<file path="src/axi_uart_bus_pkg.sv">
/*
  AXI4-Lite bus widths for the UART slave.
  Only OKAY is ever returned. SLVERR is kept for completeness of the code set.
*/
`default_nettype none

package axi_uart_bus_pkg;

  localparam int AXI_ADDR_WIDTH = 5;   // 32 bytes, eight word slots
  localparam int AXI_DATA_WIDTH = 32;
  localparam int AXI_LSB_WIDTH  = 2;   // byte offset, ignored by the decoder

  typedef enum logic [1:0] {
    AXI_OKAY   = 2'b00,
    AXI_SLVERR = 2'b10
  } axi_resp_e;

endpackage

`default_nettype wire

</file>
<file path="src/uart_map_pkg.sv">
/*
  UART register map and field positions.
  Addresses are word indices, i.e. the bus address shifted right by two.
*/
`default_nettype none

package uart_map_pkg;

  localparam int UART_ADDR_WIDTH = 3;   // word index width
  localparam int UART_DATA_WIDTH = 8;
  localparam int UART_DIV_WIDTH  = 16;

  typedef enum logic [UART_ADDR_WIDTH-1:0] {
    UART_RBR_THR = 3'd0,   // rbr on read, thr on write
    UART_IER     = 3'd1,
    UART_DIV     = 3'd2,
    UART_LCR     = 3'd3,
    UART_LSR     = 3'd5
  } uart_reg_e;

  localparam int LCR_DLAB_BIT = 7;

  // line status fields
  localparam int LSR_DR_BIT   = 0;
  localparam int LSR_THRE_BIT = 5;
  localparam int LSR_TEMT_BIT = 6;

endpackage

`default_nettype wire

</file>
<file path="src/uart_fifo.sv">
/*
  Synchronous byte FIFO, DEPTH a power of two.
  Push when full and pull when empty are ignored.
*/
`timescale 1ns/1ns
`default_nettype none

module uart_fifo #(
  parameter int unsigned DEPTH = 4
) (
  input  wire                                       fixed_clk_i,
  input  wire                                       axi_aresetn_i,
  input  wire                                       push_i,
  input  wire                                       pull_i,
  input  wire  [uart_map_pkg::UART_DATA_WIDTH-1:0]  data_i,
  output logic [uart_map_pkg::UART_DATA_WIDTH-1:0]  data_o,
  output logic                                      full_o,
  output logic                                      empty_o
);

  localparam int PTR_W = $clog2(DEPTH);

  logic [uart_map_pkg::UART_DATA_WIDTH-1:0] mem [DEPTH];
  logic [PTR_W-1:0]                         wr_ptr, rd_ptr;   // wrap naturally
  logic [PTR_W:0]                           count;
  logic                                     do_push, do_pull;

  assign full_o  = (count == DEPTH[PTR_W:0]);
  assign empty_o = (count == '0);
  assign do_push = push_i && !full_o;
  assign do_pull = pull_i && !empty_o;
  assign data_o  = mem[rd_ptr];   // oldest entry

  always_ff @(posedge fixed_clk_i) begin
    if (do_push) mem[wr_ptr] <= data_i;
  end

  always_ff @(posedge fixed_clk_i or negedge axi_aresetn_i) begin
    if (!axi_aresetn_i) begin
      wr_ptr <= '0;
      rd_ptr <= '0;
      count  <= '0;
    end else begin
      if (do_push) wr_ptr <= wr_ptr + 1'b1;
      if (do_pull) rd_ptr <= rd_ptr + 1'b1;
      if (do_push && !do_pull) count <= count + 1'b1;
      else if (do_pull && !do_push) count <= count - 1'b1;
    end
  end

endmodule

`default_nettype wire

</file>
<file path="src/uart_tx.sv">
/*
  8N1 serializer, each bit lasts baud_div_i cycles.
  One idle cycle separates back-to-back frames.
*/
`timescale 1ns/1ns
`default_nettype none

module uart_tx (
  input  wire                                       fixed_clk_i,
  input  wire                                       axi_aresetn_i,
  input  wire  [uart_map_pkg::UART_DIV_WIDTH-1:0]   baud_div_i,
  input  wire                                       fifo_empty_i,
  input  wire  [uart_map_pkg::UART_DATA_WIDTH-1:0]  fifo_data_i,
  output logic                                      fifo_pull_o,
  output logic                                      busy_o,
  output logic                                      uart_tx_o
);

  typedef enum logic [1:0] {TX_IDLE, TX_START, TX_DATA, TX_STOP} tx_state_e;

  tx_state_e                                state;
  logic [uart_map_pkg::UART_DIV_WIDTH-1:0]  baud_cnt;
  logic [2:0]                               bit_cnt;
  logic [uart_map_pkg::UART_DATA_WIDTH-1:0] shift;
  logic                                     bit_end;

  assign fifo_pull_o = (state == TX_IDLE) && !fifo_empty_i;
  assign busy_o      = (state != TX_IDLE);
  assign bit_end     = (baud_cnt == baud_div_i - 1'b1);

  always_ff @(posedge fixed_clk_i) begin
    if (fifo_pull_o) shift <= fifo_data_i;
    else if (bit_end && state == TX_DATA) shift <= shift >> 1;   // lsb first
  end

  always_ff @(posedge fixed_clk_i or negedge axi_aresetn_i) begin
    if (!axi_aresetn_i) begin
      state     <= TX_IDLE;
      baud_cnt  <= '0;
      bit_cnt   <= '0;
      uart_tx_o <= 1'b1;   // line idles high
    end else begin
      baud_cnt <= (state == TX_IDLE || bit_end) ? '0 : baud_cnt + 1'b1;
      case (state)
        TX_IDLE: if (fifo_pull_o) begin
          state     <= TX_START;
          uart_tx_o <= 1'b0;   // start bit
        end
        TX_START: if (bit_end) begin
          state     <= TX_DATA;
          bit_cnt   <= '0;
          uart_tx_o <= shift[0];
        end
        TX_DATA: if (bit_end) begin
          bit_cnt <= bit_cnt + 1'b1;
          if (bit_cnt == 3'd7) begin
            state     <= TX_STOP;
            uart_tx_o <= 1'b1;
          end else begin
            uart_tx_o <= shift[1];   // next bit before the shift lands
          end
        end
        default: if (bit_end) state <= TX_IDLE;
      endcase
    end
  end

endmodule

`default_nettype wire

</file>
<file path="src/uart_rx.sv">
/*
  8N1 receiver, samples mid-bit after a synchronized falling edge.
  Frames with a low stop bit are dropped.
*/
`timescale 1ns/1ns
`default_nettype none

module uart_rx (
  input  wire                                       fixed_clk_i,
  input  wire                                       axi_aresetn_i,
  input  wire  [uart_map_pkg::UART_DIV_WIDTH-1:0]   baud_div_i,
  input  wire                                       uart_rx_i,
  output logic                                      rx_push_o,
  output logic [uart_map_pkg::UART_DATA_WIDTH-1:0]  rx_data_o
);

  typedef enum logic [1:0] {RX_IDLE, RX_START, RX_DATA, RX_STOP} rx_state_e;

  rx_state_e                                state;
  logic                                     rx_meta, rx_sync;
  logic [uart_map_pkg::UART_DIV_WIDTH-1:0]  baud_cnt;
  logic [2:0]                               bit_cnt;
  logic                                     half_end, bit_end;

  assign half_end = (baud_cnt == (baud_div_i >> 1) - 1'b1);
  assign bit_end  = (baud_cnt == baud_div_i - 1'b1);

  always_ff @(posedge fixed_clk_i or negedge axi_aresetn_i) begin
    if (!axi_aresetn_i) begin
      rx_meta <= 1'b1;
      rx_sync <= 1'b1;
    end else begin
      rx_meta <= uart_rx_i;
      rx_sync <= rx_meta;
    end
  end

  always_ff @(posedge fixed_clk_i) begin
    if (state == RX_DATA && bit_end) rx_data_o <= {rx_sync, rx_data_o[7:1]};
  end

  always_ff @(posedge fixed_clk_i or negedge axi_aresetn_i) begin
    if (!axi_aresetn_i) begin
      state     <= RX_IDLE;
      baud_cnt  <= '0;
      bit_cnt   <= '0;
      rx_push_o <= 1'b0;
    end else begin
      rx_push_o <= 1'b0;
      baud_cnt  <= baud_cnt + 1'b1;
      case (state)
        RX_IDLE: begin
          baud_cnt <= '0;
          if (!rx_sync) state <= RX_START;
        end
        RX_START: if (half_end) begin
          baud_cnt <= '0;
          bit_cnt  <= '0;
          state    <= rx_sync ? RX_IDLE : RX_DATA;   // glitch, not a start bit
        end
        RX_DATA: if (bit_end) begin
          baud_cnt <= '0;
          bit_cnt  <= bit_cnt + 1'b1;
          if (bit_cnt == 3'd7) state <= RX_STOP;
        end
        default: if (bit_end) begin
          rx_push_o <= rx_sync;   // valid stop bit only
          state     <= RX_IDLE;
        end
      endcase
    end
  end

endmodule

`default_nettype wire

</file>
<file path="src/axi_lite_regs.sv">
/*
  AXI4-Lite register block with independent write and read FSMs.
  THR/IER/RBR act only with DLAB clear, divisor writes only with DLAB set.
*/
`timescale 1ns/1ns
`default_nettype none

module axi_lite_regs #(
  parameter logic [uart_map_pkg::UART_DIV_WIDTH-1:0] DIV_RESET = 8
) (
  input  wire                                          fixed_clk_i,
  input  wire                                          axi_aresetn_i,
  input  wire  [axi_uart_bus_pkg::AXI_ADDR_WIDTH-1:0]  axi_awaddr_i,
  input  wire                                          axi_awvalid_i,
  output logic                                         axi_awready_o,
  input  wire  [axi_uart_bus_pkg::AXI_DATA_WIDTH-1:0]  axi_wdata_i,
  input  wire                                          axi_wvalid_i,
  output logic                                         axi_wready_o,
  output axi_uart_bus_pkg::axi_resp_e                  axi_bresp_o,
  output logic                                         axi_bvalid_o,
  input  wire                                          axi_bready_i,
  input  wire  [axi_uart_bus_pkg::AXI_ADDR_WIDTH-1:0]  axi_araddr_i,
  input  wire                                          axi_arvalid_i,
  output logic                                         axi_arready_o,
  output logic [axi_uart_bus_pkg::AXI_DATA_WIDTH-1:0]  axi_rdata_o,
  output axi_uart_bus_pkg::axi_resp_e                  axi_rresp_o,
  output logic                                         axi_rvalid_o,
  input  wire                                          axi_rready_i,
  input  wire                                          tx_full_i,
  input  wire                                          tx_empty_i,
  input  wire                                          tx_busy_i,
  input  wire                                          rx_empty_i,
  input  wire  [uart_map_pkg::UART_DATA_WIDTH-1:0]     rx_data_i,
  output logic                                         tx_push_o,
  output logic [uart_map_pkg::UART_DATA_WIDTH-1:0]     tx_data_o,
  output logic                                         rx_pull_o,
  output logic [uart_map_pkg::UART_DIV_WIDTH-1:0]      baud_div_o,
  output logic                                         read_interrupt_o
);

  typedef enum logic {W_IDLE, W_ACK} wr_state_e;
  typedef enum logic {R_IDLE, R_ACK} rd_state_e;

  wr_state_e                                   wr_state;
  rd_state_e                                   rd_state;
  logic [uart_map_pkg::UART_ADDR_WIDTH-1:0]    wr_word, rd_word;
  logic [uart_map_pkg::UART_DATA_WIDTH-1:0]    lcr_q, lsr_q;
  logic                                        ier_q;
  logic                                        dlab, wr_fire, rd_fire;
  logic [axi_uart_bus_pkg::AXI_DATA_WIDTH-1:0] rd_data;

  assign wr_word = axi_awaddr_i[axi_uart_bus_pkg::AXI_ADDR_WIDTH-1:axi_uart_bus_pkg::AXI_LSB_WIDTH];
  assign rd_word = axi_araddr_i[axi_uart_bus_pkg::AXI_ADDR_WIDTH-1:axi_uart_bus_pkg::AXI_LSB_WIDTH];
  assign dlab    = lcr_q[uart_map_pkg::LCR_DLAB_BIT];

  // a thr write into a full fifo waits here until a byte leaves
  assign wr_fire = (wr_state == W_IDLE) && axi_awvalid_i && axi_wvalid_i &&
                   !(wr_word == uart_map_pkg::UART_RBR_THR && !dlab && tx_full_i);
  assign rd_fire = (rd_state == R_IDLE) && axi_arvalid_i;

  assign tx_push_o = wr_fire && (wr_word == uart_map_pkg::UART_RBR_THR) && !dlab;
  assign tx_data_o = axi_wdata_i[uart_map_pkg::UART_DATA_WIDTH-1:0];
  assign rx_pull_o = rd_fire && (rd_word == uart_map_pkg::UART_RBR_THR) && !dlab && !rx_empty_i;

  assign axi_bresp_o = axi_uart_bus_pkg::AXI_OKAY;
  assign axi_rresp_o = axi_uart_bus_pkg::AXI_OKAY;

  always_ff @(posedge fixed_clk_i or negedge axi_aresetn_i) begin
    if (!axi_aresetn_i) begin
      wr_state      <= W_IDLE;
      axi_awready_o <= 1'b0;
      axi_wready_o  <= 1'b0;
      axi_bvalid_o  <= 1'b0;
      ier_q         <= 1'b0;
      lcr_q         <= '0;
      baud_div_o    <= DIV_RESET;
    end else if (wr_state == W_IDLE) begin
      if (wr_fire) begin
        wr_state      <= W_ACK;
        axi_awready_o <= 1'b1;
        axi_wready_o  <= 1'b1;
        axi_bvalid_o  <= 1'b1;
        case (wr_word)
          uart_map_pkg::UART_IER: if (!dlab) ier_q <= axi_wdata_i[0];
          uart_map_pkg::UART_DIV: begin
            if (dlab) baud_div_o <= axi_wdata_i[uart_map_pkg::UART_DIV_WIDTH-1:0];
          end
          uart_map_pkg::UART_LCR: lcr_q <= axi_wdata_i[uart_map_pkg::UART_DATA_WIDTH-1:0];
          default: ;   // thr pushes directly, others are dropped
        endcase
      end
    end else begin
      axi_awready_o <= 1'b0;
      axi_wready_o  <= 1'b0;
      if (axi_bready_i) begin   // hold response until taken
        axi_bvalid_o <= 1'b0;
        wr_state     <= W_IDLE;
      end
    end
  end

  always_comb begin
    rd_data = '0;
    case (rd_word)
      uart_map_pkg::UART_RBR_THR: begin
        if (!dlab && !rx_empty_i) rd_data[uart_map_pkg::UART_DATA_WIDTH-1:0] = rx_data_i;
      end
      uart_map_pkg::UART_IER: rd_data[0] = ier_q;
      uart_map_pkg::UART_DIV: rd_data[uart_map_pkg::UART_DIV_WIDTH-1:0] = baud_div_o;
      uart_map_pkg::UART_LCR: rd_data[uart_map_pkg::UART_DATA_WIDTH-1:0] = lcr_q;
      uart_map_pkg::UART_LSR: rd_data[uart_map_pkg::UART_DATA_WIDTH-1:0] = lsr_q;
      default: ;   // unmapped reads give zero
    endcase
  end

  always_ff @(posedge fixed_clk_i or negedge axi_aresetn_i) begin
    if (!axi_aresetn_i) begin
      rd_state      <= R_IDLE;
      axi_arready_o <= 1'b0;
      axi_rvalid_o  <= 1'b0;
    end else if (rd_state == R_IDLE) begin
      if (rd_fire) begin
        rd_state      <= R_ACK;
        axi_arready_o <= 1'b1;
        axi_rvalid_o  <= 1'b1;
      end
    end else begin
      axi_arready_o <= 1'b0;
      if (axi_rready_i) begin
        axi_rvalid_o <= 1'b0;
        rd_state     <= R_IDLE;
      end
    end
  end

  always_ff @(posedge fixed_clk_i) begin
    if (rd_fire) axi_rdata_o <= rd_data;   // stays stable while rvalid waits
  end

  // status and interrupt trail the fifo flags by one cycle
  always_ff @(posedge fixed_clk_i or negedge axi_aresetn_i) begin
    if (!axi_aresetn_i) begin
      lsr_q            <= '0;
      read_interrupt_o <= 1'b0;
    end else begin
      lsr_q                             <= '0;
      lsr_q[uart_map_pkg::LSR_DR_BIT]   <= !rx_empty_i;
      lsr_q[uart_map_pkg::LSR_THRE_BIT] <= !tx_full_i;
      lsr_q[uart_map_pkg::LSR_TEMT_BIT] <= tx_empty_i && !tx_busy_i;
      read_interrupt_o                  <= !rx_empty_i && ier_q;
    end
  end

endmodule

`default_nettype wire

</file>
<file path="src/axi_uart_top.sv">
/*
  AXI4-Lite UART slave, 8N1 only, single clock.
  FIFO_DEPTH must be a power of two; the baud divisor must be at least 2.
*/
`timescale 1ns/1ns
`default_nettype none

module axi_uart_top #(
  parameter int unsigned FIFO_DEPTH = 4,
  parameter logic [uart_map_pkg::UART_DIV_WIDTH-1:0] DIV_RESET = 8
) (
  input  wire                                          fixed_clk_i,
  input  wire                                          axi_aresetn_i,
  input  wire  [axi_uart_bus_pkg::AXI_ADDR_WIDTH-1:0]  axi_awaddr_i,
  input  wire                                          axi_awvalid_i,
  output logic                                         axi_awready_o,
  input  wire  [axi_uart_bus_pkg::AXI_DATA_WIDTH-1:0]  axi_wdata_i,
  input  wire                                          axi_wvalid_i,
  output logic                                         axi_wready_o,
  output axi_uart_bus_pkg::axi_resp_e                  axi_bresp_o,
  output logic                                         axi_bvalid_o,
  input  wire                                          axi_bready_i,
  input  wire  [axi_uart_bus_pkg::AXI_ADDR_WIDTH-1:0]  axi_araddr_i,
  input  wire                                          axi_arvalid_i,
  output logic                                         axi_arready_o,
  output logic [axi_uart_bus_pkg::AXI_DATA_WIDTH-1:0]  axi_rdata_o,
  output axi_uart_bus_pkg::axi_resp_e                  axi_rresp_o,
  output logic                                         axi_rvalid_o,
  input  wire                                          axi_rready_i,
  output logic                                         read_interrupt_o,
  input  wire                                          uart_rx_i,
  output logic                                         uart_tx_o
);

  logic                                        tx_push, tx_pull, tx_full, tx_empty, tx_busy;
  logic                                        rx_push, rx_pull, rx_empty;
  logic [uart_map_pkg::UART_DATA_WIDTH-1:0]    tx_wdata, tx_rdata;   // bus side, serial side
  logic [uart_map_pkg::UART_DATA_WIDTH-1:0]    rx_wdata, rx_rdata;
  logic [uart_map_pkg::UART_DIV_WIDTH-1:0]     baud_div;

  axi_lite_regs #(.DIV_RESET(DIV_RESET)) regs (
    .fixed_clk_i, .axi_aresetn_i,
    .axi_awaddr_i, .axi_awvalid_i, .axi_awready_o,
    .axi_wdata_i, .axi_wvalid_i, .axi_wready_o,
    .axi_bresp_o, .axi_bvalid_o, .axi_bready_i,
    .axi_araddr_i, .axi_arvalid_i, .axi_arready_o,
    .axi_rdata_o, .axi_rresp_o, .axi_rvalid_o, .axi_rready_i,
    .tx_full_i(tx_full), .tx_empty_i(tx_empty), .tx_busy_i(tx_busy),
    .rx_empty_i(rx_empty), .rx_data_i(rx_rdata),
    .tx_push_o(tx_push), .tx_data_o(tx_wdata), .rx_pull_o(rx_pull),
    .baud_div_o(baud_div), .read_interrupt_o
  );

  uart_fifo #(.DEPTH(FIFO_DEPTH)) tx_fifo (
    .fixed_clk_i, .axi_aresetn_i,
    .push_i(tx_push), .pull_i(tx_pull), .data_i(tx_wdata),
    .data_o(tx_rdata), .full_o(tx_full), .empty_o(tx_empty)
  );

  uart_fifo #(.DEPTH(FIFO_DEPTH)) rx_fifo (
    .fixed_clk_i, .axi_aresetn_i,
    .push_i(rx_push), .pull_i(rx_pull), .data_i(rx_wdata),
    .data_o(rx_rdata), .full_o(), .empty_o(rx_empty)   // overflow bytes dropped inside
  );

  uart_tx tx (
    .fixed_clk_i, .axi_aresetn_i, .baud_div_i(baud_div),
    .fifo_empty_i(tx_empty), .fifo_data_i(tx_rdata),
    .fifo_pull_o(tx_pull), .busy_o(tx_busy), .uart_tx_o
  );

  uart_rx rx (
    .fixed_clk_i, .axi_aresetn_i, .baud_div_i(baud_div), .uart_rx_i,
    .rx_push_o(rx_push), .rx_data_o(rx_wdata)
  );

endmodule

`default_nettype wire

</file>
<file path="config.mk">
export PLATFORM = sky130hd
export DESIGN_NAME = axi_uart_top
export DESIGN_NICKNAME = d
export VERILOG_FILES = /design/src/axi_uart_bus_pkg.sv /design/src/uart_map_pkg.sv /design/src/uart_fifo.sv /design/src/uart_tx.sv /design/src/uart_rx.sv /design/src/axi_lite_regs.sv /design/src/axi_uart_top.sv
export SDC_FILE = /design/constraint.sdc
export NUM_CORES = 1
export LEC_CHECK = 0
export ABC_AREA = 1
export BUFFER_PORTS_ARGS = -buffer_cell sky130_fd_sc_hd__buf_2
export CORE_MARGIN = 2
export CORE_UTILIZATION = 45
export DETAILED_ROUTE_END_ITERATION = 10
export GPL_TIMING_DRIVEN = 0
export PLACE_DENSITY_LB_ADDON = 0.08
export SLEW_MARGIN = 10
export SYNTH_ARGS = -nofsm -noshare
export SYNTH_HDL_FRONTEND = slang
export SYNTH_SLANG_ARGS = --single-unit
</file>
<file path="constraint.sdc">
create_clock -name fixed_clk_i -period 3.9 [get_ports fixed_clk_i]
set_clock_uncertainty 0.2 [all_clocks]
set_input_delay 0.78 -clock fixed_clk_i [delete_from_list [all_inputs] [get_ports fixed_clk_i]]
set_output_delay 0.78 -clock fixed_clk_i [all_outputs]
set_load 0.01 [all_outputs]
</file>
Yosys cells after proc, flatten, opt, wreduce, memory -nomap -nowiden --
Memory sizes are Yosys's and may differ from the RTL's. Index checks and enable logic that the tools add are counted.
Word-level totals: word-level logic and storage cells 200, memory bits (writable) 64, output and inout bits 43, bits in registers 127, input port bits 50, memories 2
Memories:
- rx_fifo.mem | depth 4, bits a word 8, rd ports 1, clocked after Yosys merged registers in 0, wr ports 1, RTL line uart_fifo.sv:23 | logic [uart_map_pkg::UART_DATA_WIDTH-1:0] mem [DEPTH];
- tx_fifo.mem | depth 4, bits a word 8, rd ports 1, clocked after Yosys merged registers in 0, wr ports 1, RTL line uart_fifo.sv:23
Cells by class: mux-type cells 57, equality and inequality tests 28, reduce and logical (&&, ||, !) cells 65, add/subtract/negate cells 14, bitwise gates (word level) 3
Operator list (count):
- 16-bit == test | 3
- 16-bit two-way mux | 3
- 16-bit one-hot mux with 3 select lines | 1
- 16-bit by 1-bit adder with 16-bit output (second input constant) | 2
- 7-bit one-hot mux with 4 select lines | 1
- 1-bit logical AND | 25
- 1-bit two-way mux | 24
- 3-bit two-way mux | 8
- 8-bit two-way mux | 3
- 2-bit two-way mux | 11
- 2-bit nonzero test | 9
- 15-bit by 1-bit subtractor with 16-bit output (second input constant) | 1
- 16-bit by 1-bit subtractor with 16-bit output (second input constant) | 1
- 3-bit == test (second input constant) | 5
- 3-bit by 1-bit adder with 3-bit output (second input constant) | 4
- 3-bit by 2-bit == test with 1-bit output (second input constant) | 4
- 3-bit zero test | 4
- 2-bit != test (second input constant) | 6
- 2-bit one-hot mux with 3 select lines | 2
- 3-bit one-hot mux with 2 select lines | 2
- 4-bit AND reduction | 3
- 1-bit zero test | 11
- 5-bit AND reduction | 2
- 3-bit AND reduction | 3
- 14 further kinds | 29

Logic depth before layout (Yosys ltp) --
Gate-level depths: netlist (run 1).
word-level depth 12, depth in mapped cells 19, mapped depth without buffers 19

Hierarchy --
Synthesis (run 1) repeated with hierarchy kept, for this count alone.
Second synthesis, totals: cell total of the unflattened synthesis 1466, area total of the unflattened synthesis 11868.9 um2
By module, submodules not included:
- uart_rx | times used 1, area an instance 3540.9 um2, sequential area each 843.3 um2, cells an instance 530
- uart_fifo | times used 2, area an instance 1734.2 um2, sequential area each 1136.1 um2, cells an instance 154
- axi_lite_regs | times used 1, area an instance 2447.3 um2, sequential area each 1357.6 um2, cells an instance 268
- uart_tx | times used 1, area an instance 2412.3 um2, sequential area each 792.0 um2, cells an instance 360

Worst setup path before layout (run 1) --
Ideal clock, no wire load.
kind input to register, from in axi_arvalid_i, to reg rx_fifo.count[1], required time 3575 ps, cell stages on the path 7, arrival 2812 ps, slack 763 ps, library setup time 125 ps, path buffers 0, path through inv_1 > nor2_1 > nand2_1 > ha_1 > inv_1 > fa_1 > mux2_2
Between the ends: cells in the longest elaborated chain, start to end 8, elaborated cells between the ends (all ways) 10, those cells by class mux: 1; reduce/logical: 9
RTL lines:
- start, declared | RTL line axi_uart_top.sv:24 | input wire axi_arvalid_i,
- 1-bit logical AND (*) | RTL line axi_lite_regs.sv:59 | assign rd_fire = (rd_state == R_IDLE) && axi_arvalid_i;
- net regs.rd_fire | RTL line axi_lite_regs.sv:49 | logic dlab, wr_fire, rd_fire;
- 1-bit logical AND (*) (3 in series) | RTL line axi_lite_regs.sv:63 | assign rx_pull_o = rd_fire && (rd_word == uart_map_pkg::UART_RBR_THR) && !dlab && !rx_empty_i;
- 1-bit logical AND (*) | RTL line uart_fifo.sv:31 | assign do_pull = pull_i && !empty_o;
- 1-bit zero test | RTL line uart_fifo.sv:46 | if (do_push && !do_pull) count <= count + 1'b1;
- 1-bit logical AND | RTL line uart_fifo.sv:46
- 3-bit two-way mux or 2-bit nonzero test (tied branches)
- end signal, assigned | RTL line uart_fifo.sv:46
- end signal, assigned | RTL line uart_fifo.sv:47 | else if (do_pull && !do_push) count <= count - 1'b1;
- end, declared | RTL line uart_fifo.sv:25 | logic [PTR_W:0] count;
Mark *: on every way through the listed nets, which the timed path passes. The rest lies on a longest branch. A chain may end at the register's enable or synchronous reset.

Worst setup path in the final report (run 1) --
from reg regs.baud_div_o[0] (netlist name), to reg tx.shift[7] (netlist name), enable pin
Between the ends: cells in the longest elaborated chain, start to end 4
RTL lines:
- start, declared | RTL line axi_lite_regs.sv:37 | output logic [uart_map_pkg::UART_DIV_WIDTH-1:0] baud_div_o,
- start signal, assigned | RTL line axi_lite_regs.sv:86 | if (dlab) baud_div_o <= axi_wdata_i[uart_map_pkg::UART_DIV_WIDTH-1:0];
- 16-bit by 1-bit subtractor with 16-bit output | RTL line uart_tx.sv:29 | assign bit_end = (baud_cnt == baud_div_i - 1'b1);
- 16-bit == test | RTL line uart_tx.sv:29
- 1-bit logical AND | RTL line uart_tx.sv:33 | else if (bit_end && state == TX_DATA) shift <= shift >> 1;
- 2-bit nonzero test (no line)
- end signal, assigned | RTL line uart_tx.sv:32 | if (fifo_pull_o) shift <= fifo_data_i;
- end signal, assigned | RTL line uart_tx.sv:33
- end, declared | RTL line uart_tx.sv:24 | logic [uart_map_pkg::UART_DATA_WIDTH-1:0] shift;
No other way between the ends.

==> results of run 1 <==
per-stage QoR:
stage / std cells / cell area [um^2] / setup WS [ps] / power, W
3_3_place_gp: 1506 / 10800 / -92.4 / 0.00362
6_report: 1540 / 11500 / 262 / 0.00548
5_1_grt: 1540 / 11500 / 46.2 / 0.00576
2_1_floorplan: 1174 / 10200 / 763 / 0.00326
3_5_place_dp: 1508 / 10900 / -59.2 / 0.00364
4_1_cts: 1540 / 11500 / 293 / 0.00551
cell families after synthesis:
kind of cell	after synthesis	share of synthesized area, %
AO/OA/AOI/OAI	114	6.29
buffers and inverters	200	8.61
adder cells (fa/ha/maj)	28	3.60
other	1	0.0370
XOR/XNOR	48	4.28
flip-flops	191	51.9
AND/OR/NAND/NOR	571	25.0
multiplexers	2	0.222
layer usage:
| layer | global-route usage, % | up-vias | part of all wire (%) |
|---|---|---|---|
| met3 | 3.49 | 22 | 4.6 |
| met1 | 28.9 | 3630 | 47 |
| met5 | 0 | - | 0 |
| li1 | - | 3886 | - |
| met2 | 34.3 | 168 | 47 |
| met4 | 5.70 | 0 | 1.6 |
power by group:
| group | internal (W) | total [W] | switching, W |
|---|---|---|---|
| sequential | 0.00225 | 0.00236 | 0.000113 |
| clock | 0.000908 | 0.00187 | 0.000963 |
| combinational | 0.000428 | 0.00124 | 0.000813 |
how the worst min path moves through the flow:
stage                   from           endpoint  cells past startpoint
2_1_floorplan     rx.rx_meta         rx.rx_sync                      0
3_3_place_gp      rx.rx_meta         rx.rx_sync                      0
3_5_place_dp      rx.rx_meta         rx.rx_sync                      0
4_1_cts        axi_aresetn_i  tx_fifo.rd_ptr[0]                      1
5_1_grt        axi_aresetn_i  tx_fifo.rd_ptr[0]                      1
6_report       axi_aresetn_i  tx_fifo.rd_ptr[0]                      1
worst reg2reg max path: stages, from the launching register on:
cell and delay (ps):
sky130_fd_sc_hd__dfrtp_1 500, sky130_fd_sc_hd__inv_2 240, sky130_fd_sc_hd__ha_1 360, sky130_fd_sc_hd__nand2_1 150, sky130_fd_sc_hd__nor2_2 280, sky130_fd_sc_hd__nand3_1 120
sky130_fd_sc_hd__nand2_1 130, sky130_fd_sc_hd__nand2_1 60, sky130_fd_sc_hd__nand2_1 70, sky130_fd_sc_hd__nand3_1 80, sky130_fd_sc_hd__nor2_1 190, sky130_fd_sc_hd__nand3_1 210
sky130_fd_sc_hd__o21ai_1 690
sequential cells by signal (all words and copies together) (netlist names), 8 cells and up:
register / flops
regs.axi_rdata_o: 16
regs.baud_div_o: 16
regs.lcr_q: 8
rx.baud_cnt: 16
rx.rx_data_o: 8
rx_fifo.mem: 32
tx.baud_cnt: 16
tx.shift: 8
tx_fifo.mem: 32
final cells by class:
cell class | count | area [um^2] | share of cell area, %
sequential | 191 | 5270 | 45.7
multi-input combinational | 783 | 4080 | 35.4
inverter | 155 | 582 | 5.05
clock buffer | 17 | 425 | 3.69
tap | 280 | 350 | 3.04
timing repair buffer | 54 | 309 | 2.68
buffer | 45 | 292 | 2.53
clock inverter | 15 | 226 | 1.96
cell usage in the layout (no fill, tap or decap), types with 7 or more instances in the layout:
cell,count
sky130_fd_sc_hd__buf_4,22
sky130_fd_sc_hd__nand4_1,14
sky130_fd_sc_hd__dfrtp_1,91
sky130_fd_sc_hd__a21oi_1,27
sky130_fd_sc_hd__nor2_4,7
sky130_fd_sc_hd__clkinv_8,7
sky130_fd_sc_hd__xor2_1,38
sky130_fd_sc_hd__clkbuf_1,16
sky130_fd_sc_hd__conb_1,20
sky130_fd_sc_hd__edfxtp_1,96
sky130_fd_sc_hd__nor2_1,159
sky130_fd_sc_hd__xnor2_1,9
sky130_fd_sc_hd__buf_2,53
sky130_fd_sc_hd__ha_1,26
sky130_fd_sc_hd__nand2_2,11
sky130_fd_sc_hd__inv_1,149
sky130_fd_sc_hd__nor2_2,8
sky130_fd_sc_hd__o32ai_1,8
sky130_fd_sc_hd__a31oi_1,7
sky130_fd_sc_hd__nor3_1,13
sky130_fd_sc_hd__nand3_1,90
sky130_fd_sc_hd__o21ai_0,59
sky130_fd_sc_hd__clkbuf_16,17
sky130_fd_sc_hd__nand2_1,246
==> Implementation_results.wiki, run 1 <==
{| class="wikitable"
! Metric !! Value
|-
| # DRC || 0
|-
| Overflow left after global routing || 0
|-
| Worst hold slack || 55.2 ps
|-
| Worst hold-check path type || input port to asynchronous set/reset pin
|-
| Top Ports || 93
|-
| Family of cells with the greatest summed delay on the critical path || simple AND/OR/NAND/NOR gates
|-
| Number of iterations in the first detailed-routing pass || 5
|-
| Starting density of the core || 46.2%
|-
| Clock insertion delay at the later pin of the skew report || 440 ps
|-
| Pin slew with the least headroom to its limit || 903 ps
|-
| Iteration-0 DRC count of the detailed router || 530
|-
| Minimum clock period after layout || 3640 ps
|-
| Max clock buf depth || 2
|-
| Initial antenna violation count || 0
|-
| Number of endpoints with negative hold slack in the final report || 0
|-
| Worst Path Class, Setup || register to register
|-
| Number of port buffers || 52
|-
| Worst setup endpoint || tx.shift[7]
|-
| Routed length per placed instance || 15.6 um
|-
| Critical path depth || 12
|-
| Area overhead of the layout relative to synthesis || 13.7%
|-
| Count of flip-flops with a built-in enable after synthesis || 96
|-
| Critical path startpoint category || register
|-
| Sequential area share after synthesis || 51.9%
|-
| RR Endpoint || tx.shift[7]
|-
| First-pass GRT wire length || 38,700 um
|-
| Number of instances in the synthesized netlist || 1,155
|-
| Cell taking the most area after synthesis || sky130_fd_sc_hd__edfxtp_1
|-
| Count of state elements after synthesis || 191
|-
| Endpoint type of the worst setup path || register
|-
| Number of levels the H-tree was split into || 4
|-
| Cell Rows || 54
|-
| Delay of the slowest cell on the worst path || 690 ps
|-
| Number of setup buffers added after CTS || 0
|-
| Largest cells by area after synthesis || sky130_fd_sc_hd__edfxtp_1 28%, sky130_fd_sc_hd__dfrtp_1 22%, sky130_fd_sc_hd__nand2_1 9.1%, sky130_fd_sc_hd__nor2_1 5.9%, sky130_fd_sc_hd__inv_1 5.5%
|-
| Power per standard cell area || 475 nW/um^2
|-
| Static power due to leakage || 5.26 nW
|-
| Top post-synthesis cells by count || 246 x sky130_fd_sc_hd__nand2_1, 160 x sky130_fd_sc_hd__nor2_1, 149 x sky130_fd_sc_hd__inv_1
|-
| Post-Synthesis Cell Area || 10,100 um^2
|-
| Die outline height || 154 um
|-
| Count of unique library cells instantiated by Yosys || 45
|-
| Setup repair after global routing missed its margin || false
|-
| Cell mode on critical path || sky130_fd_sc_hd__nand2_1
|-
| Worst reg-to-reg setup slack || 260 ps
|-
| Crit path buf inv count || 1
|-
| Final RePlAce weighted congestion || 0.871
|-
| Most common cell in the synthesized netlist || sky130_fd_sc_hd__nand2_1
|-
| Final Max Tran Viols || 0
|-
| Worst rel slew slack || 39.4%
|-
| Proportion of register bits with asynchronous set or reset after synthesis || 49.7%
|-
| Critical path origin || regs.baud_div_o[0]
|-
| Fillers || 2,065
|-
| NumNets Final || 1,325
|-
| Critical path data required time || 3770 ps
|-
| Number of antenna-violating nets in the routed design || 0
|-
| VDD IR-drop max || 0.316 mV
|-
| Outcome || finished, final reports clean
|-
| Via count of the first global-routing pass || 7,324
|-
| Signal arrival time at the worst endpoint || 3500 ps
|-
| Reg clk slew, reported paths || 90 ps
|-
| CTS Hold Bufs || 0
|-
| Average via count per standard cell || 5.00
|-
| Top FF cell, synth || sky130_fd_sc_hd__edfxtp_1
|-
| Number of max-cap violations || 0
|-
| Reg2Reg Launch Point || regs.baud_div_o[0]
|-
| Setup_tns || 0 ps
|-
| Buffer cell driving the clock tree root || sky130_fd_sc_hd__clkbuf_16
|-
| Mean Syn Cell Area || 8.78 um^2
|-
| Yosys top cell area share || 28.4%
|-
| YS warnings || 0
|-
| CTS-repair resized insts || 1
|-
| Portion of the clock cycle consumed by the worst path in the final layout || 93.3%
|-
| Worst reg2reg path depth || 12
|-
| Combined global-route utilization of all metal layers || 20.9%
|-
| Critical path cell sequence || inv_2 -> ha_1 -> nand2_1 -> nor2_2 -> nand3_1 -> nand2_1 -> nand2_1 -> nand2_1 -> nand3_1 -> nor2_1 -> nand3_1 -> o21ai_1
|-
| Overall die width || 154 um
|-
| Fraction of final layout cells sized beyond drive strength 1 || 13.2%
|-
| Top fanout value on the critical path || 8
|-
| Number of diodes || 0
|-
| Finish-stage setup viols || 0
|-
| Placeable core region || 22,000 um^2
|-
| DIE AREA || 23,800 um^2
|-
| Largest net degree at the start of global routing || 51
|-
| Final routed wirelength across all metal layers || 24,000 um
|-
| Upper clock frequency limit || 275 MHz
|-
| Via count of the routed design || 7,706
|-
| Slowest-stage cell, CP || sky130_fd_sc_hd__o21ai_1
|-
| TritonCTS sink count || 191
|-
| Core Util, Final || 52.5%
|-
| TritonCTS buffer count || 17
|-
| TritonCTS clock tree || yes
|-
| Total half-perimeter wirelength after legalization and detailed placement || 17,900 um
|}
Power figures use the tool's default switching activity.
==> run 2: changes to the inputs <==
--- a/config.mk
+++ b/config.mk
@@ -5,10 +5,10 @@
 export SDC_FILE = /design/constraint.sdc
 export NUM_CORES = 1
 export LEC_CHECK = 0
-export ABC_AREA = 1
 export BUFFER_PORTS_ARGS = -buffer_cell sky130_fd_sc_hd__buf_2
 export CORE_MARGIN = 2
 export CORE_UTILIZATION = 45
+export CTS_CLUSTER_SIZE = 16
 export DETAILED_ROUTE_END_ITERATION = 10
 export GPL_TIMING_DRIVEN = 0
 export PLACE_DENSITY_LB_ADDON = 0.08
==> run 2 against run 1 <==
Against the previous run: non-clock buffer count up 23; utilization down 0.12 points; sequential power up 3%; highest routed layer unchanged; combinational power up 36%; largest power group unchanged; register-to-register slack worse by 20 ps; die area down 1.8%; global-route usage down 1.5 points; first-iteration DRC count down 8.5%; wire length down 7.5%.
==> Implementation_results.wiki, run 2 <==
{| class="wikitable"
! Metric !! Value
|-
| Upper clock frequency limit || 274 MHz (was 275 MHz)
|-
| First-pass GRT wire length || 35,400 um (was 38,700 um)
|-
| Highest-count cells in the layout ignoring fill and taps || 96 x sky130_fd_sc_hd__edfxtp_1, 90 x sky130_fd_sc_hd__dfrtp_1, 75 x sky130_fd_sc_hd__nor2_1 (was 246 x sky130_fd_sc_hd__nand2_1, 159 x sky130_fd_sc_hd__nor2_1, 149 x sky130_fd_sc_hd__inv_1)
|-
| Number of instances in the synthesized netlist || 841 (was 1,155)
|-
| TritonCTS clock tree || yes (unchanged)
|-
| Minimum clock period after layout || 3650 ps (was 3640 ps)
|-
| Worst rel slew slack || 42.6% (was 39.4%)
|-
| Top Ports || 93 (unchanged)
|-
| DIE AREA || 23,300 um^2 (was 23,800 um^2)
|-
| Post-placement worst setup slack || -155 ps (was -59.2 ps)
|-
| Worst hold-check path type || input port to asynchronous set/reset pin (unchanged)
|-
| Count of flip-flops with a built-in enable after synthesis || 96 (unchanged)
|-
| Final routed wirelength across all metal layers || 22,200 um (was 24,000 um)
|-
| Sequential area share after synthesis || 52.9% (was 51.9%)
|-
| Finish-stage setup viols || 0 (unchanged)
|-
| Via count of the first global-routing pass || 6,329 (was 7,324)
|-
| Static power due to leakage || 4.74 nW (was 5.26 nW)
|-
| Setup repair after global routing missed its margin || false (unchanged)
|-
| Initial antenna violation count || 0 (unchanged)
|-
| Power per standard cell area || 523 nW/um^2 (was 475 nW/um^2)
|-
| Critical path data required time || 4070 ps (was 3770 ps)
|-
| Pin slew with the least headroom to its limit || 859 ps (was 903 ps)
|-
| Overall die width || 153 um (was 154 um)
|-
| Post-Synthesis Cell Area || 9960 um^2 (was 10,100 um^2)
|-
| Portion of the clock cycle consumed by the worst path in the final layout || 93.7% (was 93.3%)
|-
| Leading cell type in the layout, fill and taps excluded || sky130_fd_sc_hd__edfxtp_1 (was sky130_fd_sc_hd__nand2_1)
|-
| TritonCTS buffer count || 17 (unchanged)
|-
| Placeable core region || 21,800 um^2 (was 22,000 um^2)
|-
| Starting density of the core || 45.8% (was 46.2%)
|-
| Count of state elements after synthesis || 191 (unchanged)
|-
| Outcome || finished, final reports clean (unchanged)
|-
| VDD IR-drop max || 0.348 mV (was 0.316 mV)
|-
| Die outline height || 153 um (was 154 um)
|-
| Top FF cell, synth || sky130_fd_sc_hd__edfxtp_1 (unchanged)
|-
| Mean Syn Cell Area || 11.8 um^2 (was 8.78 um^2)
|-
| Number of iterations in the first detailed-routing pass || 4 (was 5)
|-
| Via count of the routed design || 6,501 (was 7,706)
|-
| # DRC || 0 (unchanged)
|-
| Signal arrival time at the worst endpoint || 3820 ps (was 3500 ps)
|-
| Core Util, Final || 52.4% (was 52.5%)
|-
| Count of unique library cells instantiated by Yosys || 73 (was 45)
|-
| Combined global-route utilization of all metal layers || 19.5% (was 20.9%)
|-
| Proportion of register bits with asynchronous set or reset after synthesis || 49.7% (unchanged)
|-
| Least setup slack across all paths after layout || 246 ps (was 262 ps)
|-
| Overall power consumption || 0.00596 W (was 0.00548 W)
|-
| Largest registers in the final layout || rx_fifo.mem: 32 flops, tx_fifo.mem: 32 flops (unchanged)
|-
| Number of antenna-violating nets in the routed design || 0 (unchanged)
|-
| Number of max-cap violations || 0 (unchanged)
|-
| Worst hold slack || 12.1 ps (was 55.2 ps)
|-
| Top fanout value on the critical path || 10 (was 8)
|-
| Cell Rows || 54 (unchanged)
|-
| Final Max Tran Viols || 0 (unchanged)
|-
| Setup_tns || 0 ps (unchanged)
|-
| Endpoint type of the worst setup path || register (unchanged)
|-
| TritonCTS sink count || 191 (unchanged)
|-
| Number of diodes || 0 (unchanged)
|-
| Fraction of final layout cells sized beyond drive strength 1 || 21.8% (was 13.2%)
|-
| Largest net degree at the start of global routing || 66 (was 51)
|-
| Clock insertion delay at the later pin of the skew report || 440 ps (about the same)
|-
| Reg clk slew, reported paths || 80 ps (was 90 ps)
|-
| Cell taking the most area after synthesis || sky130_fd_sc_hd__edfxtp_1 (unchanged)
|-
| Most common cell in the synthesized netlist || sky130_fd_sc_hd__edfxtp_1 (was sky130_fd_sc_hd__nand2_1)
|-
| Yosys top cell area share || 28.9% (was 28.4%)
|-
| Average via count per standard cell || 5.30 (was 5.00)
|-
| Number of endpoints with negative hold slack in the final report || 0 (unchanged)
|-
| Largest cells by area after synthesis || sky130_fd_sc_hd__edfxtp_1 29%, sky130_fd_sc_hd__dfrtp_1 23%, sky130_fd_sc_hd__xnor2_1 5.0%, sky130_fd_sc_hd__mux2_2 3.8%, sky130_fd_sc_hd__mux4_2 3.6% (was sky130_fd_sc_hd__edfxtp_1 28%, sky130_fd_sc_hd__dfrtp_1 22%, sky130_fd_sc_hd__nand2_1 9.1%, sky130_fd_sc_hd__nor2_1 5.9%, sky130_fd_sc_hd__inv_1 5.5%)
|-
| Critical path startpoint category || register (unchanged)
|-
| Max clock buf depth || 2 (unchanged)
|-
| YS warnings || 0 (unchanged)
|-
| Total half-perimeter wirelength after legalization and detailed placement || 16,000 um (was 17,900 um)
|-
| NumNets Final || 1,012 (was 1,325)
|-
| Overflow left after global routing || 0 (unchanged)
|-
| Area overhead of the layout relative to synthesis || 14.4% (was 13.7%)
|-
| Buffer cell driving the clock tree root || sky130_fd_sc_hd__clkbuf_16 (unchanged)
|-
| Routed length per placed instance || 18.1 um (was 15.6 um)
|-
| Number of levels the H-tree was split into || 4 (unchanged)
|-
| CTS Hold Bufs || 0 (unchanged)
|-
| Iteration-0 DRC count of the detailed router || 485 (was 530)
|-
| Top post-synthesis cells by count || 96 x sky130_fd_sc_hd__edfxtp_1, 91 x sky130_fd_sc_hd__dfrtp_1, 75 x sky130_fd_sc_hd__nor2_1 (was 246 x sky130_fd_sc_hd__nand2_1, 160 x sky130_fd_sc_hd__nor2_1, 149 x sky130_fd_sc_hd__inv_1)
|-
| Worst Path Class, Setup || register to register (unchanged)
|-
| Number of port buffers || 52 (unchanged)
|-
| Final RePlAce weighted congestion || 0.914 (was 0.871)
|}
## run 2: final cells by class
type,count,area [um^2]
Clock inverter,15,209
Multi-Input combinational cell,573,4340
Tap cell,280,350
Timing Repair Buffer,57,332
Inverter,29,109
Fill cell,1907,10400
Clock buffer,17,425
Sequential cell,191,5270
Buffer,65,363
## run 2: power by group
part / total (W) / switching (W) / internal [W] / leakage, nW
sequential: 0.00244 / 0.000150 / 0.00229 / 2.11
combinational: 0.00169 / 0.000954 / 0.000740 / 2.33
clock: 0.00183 / 0.000890 / 0.000940 / 0.303
## run 2: final timing paths
path	start	endpoint	slack (ps)	cells past startpoint
hold reg to reg	rx.rx_meta	rx.rx_sync	170	0
min in group fixed_clk_i	rx.rx_meta	rx.rx_sync	170	0
max in group asynchronous	axi_aresetn_i	rx.rx_sync	2790	2
setup reg to reg	regs.baud_div_o[2]	rx.baud_cnt[7]	250	13
setup / recovery	regs.baud_div_o[2]	rx.baud_cnt[7]	250	13
hold / removal	axi_aresetn_i	tx_fifo.rd_ptr[1]	10	1
## run 2: logic make-up after synthesis
group	count (synthesis)	share of synthesized area, %
buf+inv	96	4.81
other cells	1	0.0377
mux	58	8.27
fa+ha+maj	28	3.67
simple gates	280	15.0
compound gates	90	6.42
xor+xnor	97	8.95
flops	191	52.9
## run 2: layer usage
| metal | global-route usage (%) | share of wire, % | vias up |
|---|---|---|---|
| met5 | 0 | 0 | - |
| met4 | 5.29 | 1.0 | 0 |
| met3 | 3.16 | 3.1 | 15 |
| met2 | 30.8 | 48 | 123 |
| met1 | 28.0 | 47 | 3209 |
| li1 | - | - | 3154 |
## run 2: timing repair
| item | CTS | global route |
|---|---|---|
| pin swaps | 0 | 1 |
| endpoints found under the setup margin | 29 | 35 |
| gates resized for setup | 3 | 6 |
| gates cloned | 0 | 0 |
| setup buffers | 0 | 2 |
## run 2: critical path, stage by stage, from the launching register on
cell and delay [ps]:
sky130_fd_sc_hd__dfrtp_2 510, sky130_fd_sc_hd__inv_1 120, sky130_fd_sc_hd__ha_2 270, sky130_fd_sc_hd__or4b_2 720, sky130_fd_sc_hd__nor4_4 440, sky130_fd_sc_hd__buf_4 170, sky130_fd_sc_hd__a21boi_0 190, sky130_fd_sc_hd__nor2_1 60
sky130_fd_sc_hd__nand4_1 190, sky130_fd_sc_hd__o21ai_1 120, sky130_fd_sc_hd__and3b_1 180, sky130_fd_sc_hd__buf_4 160, sky130_fd_sc_hd__buf_6 140, sky130_fd_sc_hd__nor2_1 100
## run 2: stage by stage
stage | std cells | cell area, um^2
final | 1227 | 11400
after global routing | 1227 | 11400
after global placement | 1192 | 10600
after floorplan | 860 | 10000
after CTS | 1227 | 11300
after detailed placement | 1195 | 10700
